<file path="src/hdl/ls_pkg.sv">
package ls_pkg;

    localparam int unsigned DATA_W     = 32;      // Data and address width
    localparam int unsigned REG_ADDR_W = 5;       // Register index width
    localparam int unsigned BE_W       = 4;       // One enable per byte lane

    // Memory access opcodes handled by the load/store path
    typedef enum logic [3:0] {
        OP_NOP = 4'd0,
        OP_LB  = 4'd1,                            // Load byte, sign extended
        OP_LBU = 4'd2,                            // Load byte, zero extended
        OP_LH  = 4'd3,
        OP_LHU = 4'd4,
        OP_LW  = 4'd5,
        OP_LWL = 4'd6,                            // Unaligned left part
        OP_LWR = 4'd7,                            // Unaligned right part
        OP_LUI = 4'd8,                            // No bus access
        OP_SB  = 4'd9,
        OP_SH  = 4'd10,
        OP_SW  = 4'd11
    } ls_op_e;

    // One operation as issued by the core
    typedef struct packed {
        ls_op_e                  op;
        logic [REG_ADDR_W-1:0]   rt;              // Target register index
        logic [DATA_W-1:0]       rs_data;         // Base address register
        logic [DATA_W-1:0]       rt_data;         // Store data or merge source
        logic [15:0]             offset;          // Immediate
    } ls_req_t;

    // Access after address generation
    typedef struct packed {
        ls_op_e                  op;
        logic [REG_ADDR_W-1:0]   rt;
        logic [DATA_W-1:0]       rt_data;         // Kept for LWL/LWR merge
        logic [DATA_W-1:0]       word_addr;       // Low two bits cleared
        logic [1:0]              lane;            // Byte within the word
        logic [BE_W-1:0]         byteenable;
        logic [DATA_W-1:0]       writedata;       // Store data on its lanes
        logic [15:0]             imm;             // Needed for LUI
    } ls_acc_t;

    // Completed access with the captured memory word
    typedef struct packed {
        ls_acc_t                 acc;
        logic [DATA_W-1:0]       readdata;
    } ls_rsp_t;

    // Register file write
    typedef struct packed {
        logic [REG_ADDR_W-1:0]   addr;
        logic [DATA_W-1:0]       data;
    } ls_wb_t;

endpackage

</file>
<file path="src/hdl/ls_addr_gen.sv">
`timescale 1ns/10ps

module ls_addr_gen (
    input  logic            clk,
    input  logic            arst_n,
    input  logic            op_valid,
    input  ls_pkg::ls_req_t op_in,
    input  logic            stall,
    output logic            acc_valid,
    output ls_pkg::ls_acc_t acc
);

    logic [ls_pkg::DATA_W-1:0] offset_sext;
    logic [ls_pkg::DATA_W-1:0] eff_addr;
    logic [1:0]                lane;
    logic [ls_pkg::BE_W-1:0]   be;
    logic                      is_half;
    logic                      is_word;

    assign offset_sext = {{16{op_in.offset[15]}}, op_in.offset};
    assign eff_addr    = op_in.rs_data + offset_sext;
    assign lane        = eff_addr[1:0];

    assign is_half = (op_in.op == ls_pkg::OP_LH) || (op_in.op == ls_pkg::OP_LHU) ||
                     (op_in.op == ls_pkg::OP_SH);
    assign is_word = (op_in.op == ls_pkg::OP_LW) || (op_in.op == ls_pkg::OP_SW);

    always_comb begin
        case (op_in.op)
            ls_pkg::OP_LB, ls_pkg::OP_LBU, ls_pkg::OP_SB:
                be = ls_pkg::BE_W'(4'b0001 << lane);            // Single lane
            ls_pkg::OP_LH, ls_pkg::OP_LHU, ls_pkg::OP_SH:
                be = lane[1] ? 4'b1100 : 4'b0011;
            ls_pkg::OP_LW, ls_pkg::OP_SW:
                be = 4'b1111;
            ls_pkg::OP_LWL: begin                               // Lanes 0 up to lane
                case (lane)
                    2'd0:    be = 4'b0001;
                    2'd1:    be = 4'b0011;
                    2'd2:    be = 4'b0111;
                    default: be = 4'b1111;
                endcase
            end
            ls_pkg::OP_LWR:
                be = ls_pkg::BE_W'(4'b1111 << lane);            // Lane up to lane 3
            default:
                be = 4'b0000;                                   // LUI and NOP
        endcase
    end

    always_ff @(posedge clk or negedge arst_n) begin
        if (!arst_n) begin
            acc_valid <= 1'b0;
        end else if (!stall) begin
            acc_valid <= op_valid;                              // Bubble when idle
        end
    end

    always_ff @(posedge clk) begin
        if (!stall && op_valid) begin
            acc.op         <= op_in.op;
            acc.rt         <= op_in.rt;
            acc.rt_data    <= op_in.rt_data;
            acc.word_addr  <= {eff_addr[ls_pkg::DATA_W-1:2], 2'b00};
            acc.lane       <= lane;
            acc.byteenable <= be;
            acc.writedata  <= op_in.rt_data << {lane, 3'b000};  // Move onto lanes
            acc.imm        <= op_in.offset;
        end
    end

    a_half_aligned: assert property (@(posedge clk) disable iff (!arst_n)
        (op_valid && !stall && is_half) |-> (eff_addr[0] == 1'b0))
        else $error("Misaligned halfword access at %h", eff_addr);

    a_word_aligned: assert property (@(posedge clk) disable iff (!arst_n)
        (op_valid && !stall && is_word) |-> (eff_addr[1:0] == 2'b00))
        else $error("Misaligned word access at %h", eff_addr);

endmodule

</file>
<file path="src/hdl/ls_mem_req.sv">
`timescale 1ns/10ps

module ls_mem_req (
    input  logic                      clk,
    input  logic                      arst_n,
    input  logic                      acc_valid,
    input  ls_pkg::ls_acc_t           acc,
    input  logic [ls_pkg::DATA_W-1:0] mem_readdata,
    input  logic                      waitrequest,
    output logic                      stall,
    output logic [ls_pkg::DATA_W-1:0] mem_address,
    output logic [ls_pkg::BE_W-1:0]   mem_byteenable,
    output logic [ls_pkg::DATA_W-1:0] mem_writedata,
    output logic                      mem_readenable,
    output logic                      mem_writeenable,
    output logic                      rsp_valid,
    output ls_pkg::ls_rsp_t           rsp
);

    logic is_read;
    logic is_write;
    logic bus_req;
    logic advance;

    // Which opcodes touch memory
    always_comb begin
        is_read  = 1'b0;
        is_write = 1'b0;
        case (acc.op)
            ls_pkg::OP_LB, ls_pkg::OP_LBU, ls_pkg::OP_LH, ls_pkg::OP_LHU,
            ls_pkg::OP_LW, ls_pkg::OP_LWL, ls_pkg::OP_LWR:
                is_read = 1'b1;
            ls_pkg::OP_SB, ls_pkg::OP_SH, ls_pkg::OP_SW:
                is_write = 1'b1;
            default: begin
                is_read  = 1'b0;                                // LUI and NOP skip the bus
                is_write = 1'b0;
            end
        endcase
    end

    // Request comes straight from the stage 1 register, which holds under stall
    assign mem_readenable  = acc_valid && is_read;
    assign mem_writeenable = acc_valid && is_write;
    assign mem_address     = acc.word_addr;
    assign mem_byteenable  = acc.byteenable;
    assign mem_writedata   = acc.writedata;

    assign bus_req = mem_readenable || mem_writeenable;
    assign stall   = bus_req && waitrequest;                    // Memory not ready yet
    assign advance = acc_valid && !stall;                       // Access completes now

    always_ff @(posedge clk or negedge arst_n) begin
        if (!arst_n) begin
            rsp_valid <= 1'b0;
        end else begin
            rsp_valid <= advance;                               // Bubble while holding
        end
    end

    always_ff @(posedge clk) begin
        if (advance) begin
            rsp.acc      <= acc;
            rsp.readdata <= mem_readenable ? mem_readdata : '0;
        end
    end

    // Avalon rule: request must stay put until accepted
    a_req_stable: assert property (@(posedge clk) disable iff (!arst_n)
        (bus_req && waitrequest) |=>
            ($stable(mem_address) && $stable(mem_byteenable) &&
             $stable(mem_readenable) && $stable(mem_writeenable)))
        else $error("Bus request changed under waitrequest");

endmodule

</file>
<file path="src/hdl/ls_load_align.sv">
`timescale 1ns/10ps

module ls_load_align (
    input  logic            clk,
    input  logic            arst_n,
    input  logic            rsp_valid,
    input  ls_pkg::ls_rsp_t rsp,
    output logic            reg_writeenable,
    output ls_pkg::ls_wb_t  reg_wb
);

    logic [ls_pkg::DATA_W-1:0] rd;
    logic [ls_pkg::DATA_W-1:0] rt_old;
    logic [1:0]                lane;
    logic [7:0]                sel_byte;
    logic [15:0]               sel_half;
    logic [ls_pkg::DATA_W-1:0] wb_data;
    logic                      wb_en;
    logic                      is_store;

    assign rd     = rsp.readdata;
    assign rt_old = rsp.acc.rt_data;
    assign lane   = rsp.acc.lane;

    assign sel_byte = 8'(rd >> {lane, 3'b000});                 // Addressed byte
    assign sel_half = lane[1] ? rd[31:16] : rd[15:0];           // Addressed halfword

    assign is_store = (rsp.acc.op == ls_pkg::OP_SB) || (rsp.acc.op == ls_pkg::OP_SH) ||
                      (rsp.acc.op == ls_pkg::OP_SW);

    always_comb begin
        wb_en   = rsp_valid;
        wb_data = rd;
        case (rsp.acc.op)
            ls_pkg::OP_LB:
                wb_data = {{24{sel_byte[7]}}, sel_byte};
            ls_pkg::OP_LBU:
                wb_data = {24'h000000, sel_byte};
            ls_pkg::OP_LH:
                wb_data = {{16{sel_half[15]}}, sel_half};
            ls_pkg::OP_LHU:
                wb_data = {16'h0000, sel_half};
            ls_pkg::OP_LW:
                wb_data = rd;
            ls_pkg::OP_LUI:
                wb_data = {rsp.acc.imm, 16'h0000};
            ls_pkg::OP_LWL: begin
                // Low memory bytes go to the top of the register
                case (lane)
                    2'd0:    wb_data = {rd[7:0],  rt_old[23:0]};
                    2'd1:    wb_data = {rd[15:0], rt_old[15:0]};
                    2'd2:    wb_data = {rd[23:0], rt_old[7:0]};
                    default: wb_data = rd;
                endcase
            end
            ls_pkg::OP_LWR: begin
                // High memory bytes go to the bottom of the register
                case (lane)
                    2'd0:    wb_data = rd;
                    2'd1:    wb_data = {rt_old[31:24], rd[31:8]};
                    2'd2:    wb_data = {rt_old[31:16], rd[31:16]};
                    default: wb_data = {rt_old[31:8],  rd[31:24]};
                endcase
            end
            default:
                wb_en = 1'b0;                                   // Stores and NOP
        endcase
    end

    always_ff @(posedge clk or negedge arst_n) begin
        if (!arst_n) begin
            reg_writeenable <= 1'b0;
        end else begin
            reg_writeenable <= wb_en;                           // One pulse per load
        end
    end

    always_ff @(posedge clk) begin
        if (wb_en) begin
            reg_wb.addr <= rsp.acc.rt;
            reg_wb.data <= wb_data;
        end
    end

    a_no_store_wb: assert property (@(posedge clk) disable iff (!arst_n)
        (rsp_valid && is_store) |=> !reg_writeenable)
        else $error("Register write issued for a store");

endmodule

</file>
<file path="src/hdl/ls_top.sv">
`timescale 1ns/10ps

module ls_top (
    input  logic                      clk,
    input  logic                      arst_n,
    input  logic                      op_valid,
    input  ls_pkg::ls_req_t           op_in,
    output logic                      stall,
    output logic [ls_pkg::DATA_W-1:0] mem_address,
    output logic [ls_pkg::BE_W-1:0]   mem_byteenable,
    output logic [ls_pkg::DATA_W-1:0] mem_writedata,
    output logic                      mem_readenable,
    output logic                      mem_writeenable,
    input  logic [ls_pkg::DATA_W-1:0] mem_readdata,
    input  logic                      waitrequest,
    output logic                      reg_writeenable,
    output ls_pkg::ls_wb_t            reg_wb
);

    logic            acc_valid;
    ls_pkg::ls_acc_t acc;
    logic            rsp_valid;
    ls_pkg::ls_rsp_t rsp;

    ls_addr_gen i_addr_gen (                                    // Stage 1
        .clk       (clk),
        .arst_n    (arst_n),
        .op_valid  (op_valid),
        .op_in     (op_in),
        .stall     (stall),
        .acc_valid (acc_valid),
        .acc       (acc)
    );

    ls_mem_req i_mem_req (                                      // Stage 2
        .clk             (clk),
        .arst_n          (arst_n),
        .acc_valid       (acc_valid),
        .acc             (acc),
        .mem_readdata    (mem_readdata),
        .waitrequest     (waitrequest),
        .stall           (stall),
        .mem_address     (mem_address),
        .mem_byteenable  (mem_byteenable),
        .mem_writedata   (mem_writedata),
        .mem_readenable  (mem_readenable),
        .mem_writeenable (mem_writeenable),
        .rsp_valid       (rsp_valid),
        .rsp             (rsp)
    );

    ls_load_align i_load_align (                                // Stage 3
        .clk             (clk),
        .arst_n          (arst_n),
        .rsp_valid       (rsp_valid),
        .rsp             (rsp),
        .reg_writeenable (reg_writeenable),
        .reg_wb          (reg_wb)
    );

endmodule

</file>
<file path="config.mk">
export PLATFORM = sky130hd
export DESIGN_NAME = ls_top
export DESIGN_NICKNAME = d
export VERILOG_FILES = /design/src/hdl/ls_pkg.sv /design/src/hdl/ls_addr_gen.sv /design/src/hdl/ls_mem_req.sv /design/src/hdl/ls_load_align.sv /design/src/hdl/ls_top.sv
export SDC_FILE = /design/constraint.sdc
export NUM_CORES = 1
export LEC_CHECK = 0
export BUFFER_PORTS_ARGS = -buffer_cell sky130_fd_sc_hd__buf_2
export CORE_MARGIN = 1.5
export CORE_UTILIZATION = 40
export CTS_BUF_LIST = sky130_fd_sc_hd__clkbuf_8 sky130_fd_sc_hd__clkbuf_16
export DETAILED_ROUTE_END_ITERATION = 8
export PLACE_DENSITY = 0.66
export SLEW_MARGIN = 20
export SYNTH_ARGS = -nofsm -noshare
export SYNTH_HDL_FRONTEND = slang
export SYNTH_SLANG_ARGS = --single-unit
export TNS_END_PERCENT = 30
</file>
<file path="constraint.sdc">
create_clock -name clk -period 6.5 [get_ports clk]
set_clock_uncertainty 0.2 [all_clocks]
set_input_delay 1.3 -clock clk [delete_from_list [all_inputs] [get_ports clk]]
set_output_delay 1.3 -clock clk [all_outputs]
set_load 0.02 [all_outputs]
</file>
==> flow_metrics.tcl <==
set metrics [dict create \
    status "completed" \
    fmax_mhz 288 \
    grt_pass1_vias 8504 \
    relSlewSlack_pct 28.0 \
    cp_slowest_cell "edfxtp_1" \
    min_path_type "flip-flop to flip-flop" \
    period_share_pct 53.5 \
    cpPeakStageDelay_ps 430 \
    cts.sinks 256 \
    initial_utilization_pct 40.7 \
    syn_to_final_growth_pct 14.4 \
    criticalPathCategory "flip-flop to output port" \
    timing_worst_slew_pin_value_ps 1080 \
    cts_buffers 27 \
    core_area_um2 31600 \
    reg2reg_depth 6 \
    dieArea_um2 33200 \
    timing.critical_path.required_ps 5000 \
    cts-root-buf "clkbuf_16" \
    power.total_mw 4.40 \
    fin_util_pct 46.5 \
    pin_count 234 \
    gp_congestion 0.951 \
    grt_pass1_wl_um 49400 \
    startpoint "i_addr_gen.acc[125]" \
    post-cts-setup-buffers 0 \
    crit_path_max_fanout 4 \
    die_x_um 182 \
    synth_area_per_cell_um2 12.2 \
    power_density_nw_per_um2 299 \
    tritoncts "built" \
    path_clk_slew_ps 70 \
    hpwl_um 23500 \
    arrival_ps 1980 \
    cts_hold_buffers 0 \
    synth.cell_area_um2 12900 \
    die_y_um 182 \
    ys.flop_type "edfxtp_1" \
    yosysTopAreaCell "edfxtp_1" \
    portBuffers 231 \
    tns_ps 0 \
    hold_violations 0 \
    synth_seq_cells 256 \
    setup_viol 0 \
    r2r_start "i_mem_req.rsp[85]" \
    grt_remaining_overflow 0 \
    ys_seq_area_share_pct 59.7 \
    end_kind "output port" \
    cp.buffers_inverters 2 \
    maxSlewViolCount 0 \
    avgRoutedWirePerCell_um 20.3 \
    drive_gt1_share_pct 24.8 \
    routed_wl_um 33100 \
    first_iter_violations 728 \
    final_nets 1360 \
    cts_max_level 1 \
    drv_cap 0 \
    avgViaCountPerCell 5.43 \
    rows 65 \
    drc 0 \
    path_cells "nor3_1, o21ai_0, inv_1, buf_2" \
    rsz0062_at_grt "false" \
    clockBufferDepth 3 \
    clk-insertion-delay-late_ps 550 \
    cp_top_family "flip-flops" \
    antenna_found_initial 3 \
    num_vias 8837 \
    synthArstFlopShare_pct 1.17 \
    leakage_nw 5.74 \
    postRouteAntennaNets 0 \
    cp-start-kind "flip-flop" \
    synthCells 1053 \
    synth_top_cell_area_share_pct 59.1 \
    min_from "i_addr_gen.acc[108]" \
    synth_edf_count 253 \
    num-fill-cells 2889 \
    dpl_cell_area_um2 13900 \
    final_area_um2 14700 \
    cp_num_cells 4 \
    synthTopCellsByArea "edfxtp_1 (59%), mux2i_1 (4.9%), buf_4 (4.0%), a21oi_1 (3.0%), ha_1 (3.0%)" \
    dr.pass1.iters 6 \
    grt_max_degree 70 \
    synth_common_cells "edfxtp_1 (253), nand2_1 (98), a21oi_1 (78)" \
    grt_usage_pct 19.3 \
    post_cts_resized 0 \
    yosysMostFrequentCell "edfxtp_1" \
    hold_depth 0 \
    ys_types 64 \
    ys.warnings.count 0 \
    fin_crit_ps 3480 \
    peakVddDrop_uv 176 \
]
[power breakdown]
group          internal (mW)  switching, mW  total [mW]
sequential              2.03         0.0762        2.10
clock                  0.839          0.652        1.49
combinational          0.284          0.521       0.805
total                   3.15           1.25        4.40
[flip-flops by register name, indices dropped and copies added, names as in the netlist]
name and flops:
i_addr_gen.acc_valid 1, i_mem_req.rsp_valid 1, i_addr_gen.acc 125, i_mem_req.rsp 91
i_load_align.reg_writeenable 1, i_load_align.reg_wb 37
[metrics by stage]
step / hold slack [ps] / std cells / worst slack, ps
final: 215 / 1628 / 3020
after global routing: 222 / 1628 / 2930
after CTS: 219 / 1626 / 2980
after detailed placement: 205 / 1576 / 2530
after global placement: 202 / 1576 / 2630
after floorplan: 200 / 1054 / 1450
[cells by family (layout without fill, tap and decap cells)]
| kind of cell | after synthesis | count (layout) | share of synthesized area (%) |
|---|---|---|---|
| compound gates | 260 | 260 | 13.0 |
| other cells | 1 | 4 | 0.0292 |
| xor+xnor | 31 | 31 | 2.11 |
| flops | 256 | 256 | 59.7 |
| fa+ha+maj | 32 | 32 | 3.17 |
| buf+inv | 133 | 303 | 6.16 |
| mux | 77 | 77 | 6.27 |
| simple gates | 263 | 263 | 9.60 |
[layout make-up]
class | count | area [um^2] | area share, %
multi-input cells | 665 | 4410 | 30.0
diodes | 2 | 5.00 | 0.0340
flip-flops and latches | 256 | 7670 | 52.1
inverters | 13 | 48.8 | 0.332
repair buffers | 240 | 1220 | 8.31
well taps | 402 | 503 | 3.42
clock buffers | 27 | 676 | 4.59
clock inverters | 23 | 178 | 1.21
[worst register-to-register path, stage by stage, from the launching register on]
cell and delay, ps:
edfxtp_1 340, buf_4 640, mux2_4 430, mux2i_4 230, a22oi_1 110, o21ai_1 620
a31oi_1 300
[routing by layer]
metal / part of all wire (%) / vias up / global-route usage (%)
met5: 0.039 / - / 0
met4: 3.1 / 2 / 7.40
met3: 6.6 / 66 / 3.07
met2: 45 / 369 / 29.8
met1: 45 / 4211 / 27.5
li1: - / 4189 / -
[path summary, 6_finish.rpt]
path / endpoint / slack [ps]
hold reg to reg: i_mem_req.rsp[140] / 210
hold / removal: i_mem_req.rsp[140] / 210
setup / recovery: stall / 3020
setup reg to reg: i_load_align.reg_wb[9] / 3330
min in group asynchronous: i_addr_gen.acc_valid / 350
max in group asynchronous: i_mem_req.rsp_valid / 5640
[layout by cell type, fill, tap and decap left out, types with 4 or more instances in the layout]
| master | synthesis | routed |
|---|---|---|
| buf_4 | 69 | 9 |
| edfxtp_1 | 253 | 253 |
| nand3_1 | 9 | 9 |
| o21ai_0 | 64 | 63 |
| nor2_1 | 63 | 63 |
| a211oi_1 | 17 | 17 |
| nor2b_1 | 12 | 12 |
| o211ai_1 | 19 | 19 |
| a31oi_1 | 4 | 4 |
| nand4_1 | 8 | 8 |
| o22ai_1 | 9 | 9 |
| ha_1 | 31 | 31 |
| clkbuf_16 | 0 | 27 |
| and2_1 | 48 | 46 |
| mux2_2 | 11 | 11 |
| buf_2 | 15 | 231 |
| xnor2_1 | 19 | 19 |
| inv_1 | 12 | 18 |
| clkinv_1 | 0 | 7 |
| nand2b_1 | 4 | 4 |
| a21oi_1 | 78 | 78 |
| xor2_1 | 12 | 12 |
| o22a_1 | 15 | 15 |
| a221o_1 | 9 | 9 |
| o221ai_1 | 11 | 11 |
| nand2_1 | 98 | 98 |
| mux2i_1 | 63 | 63 |
| nor3_1 | 8 | 8 |
(Power assumes the default switching activity.)
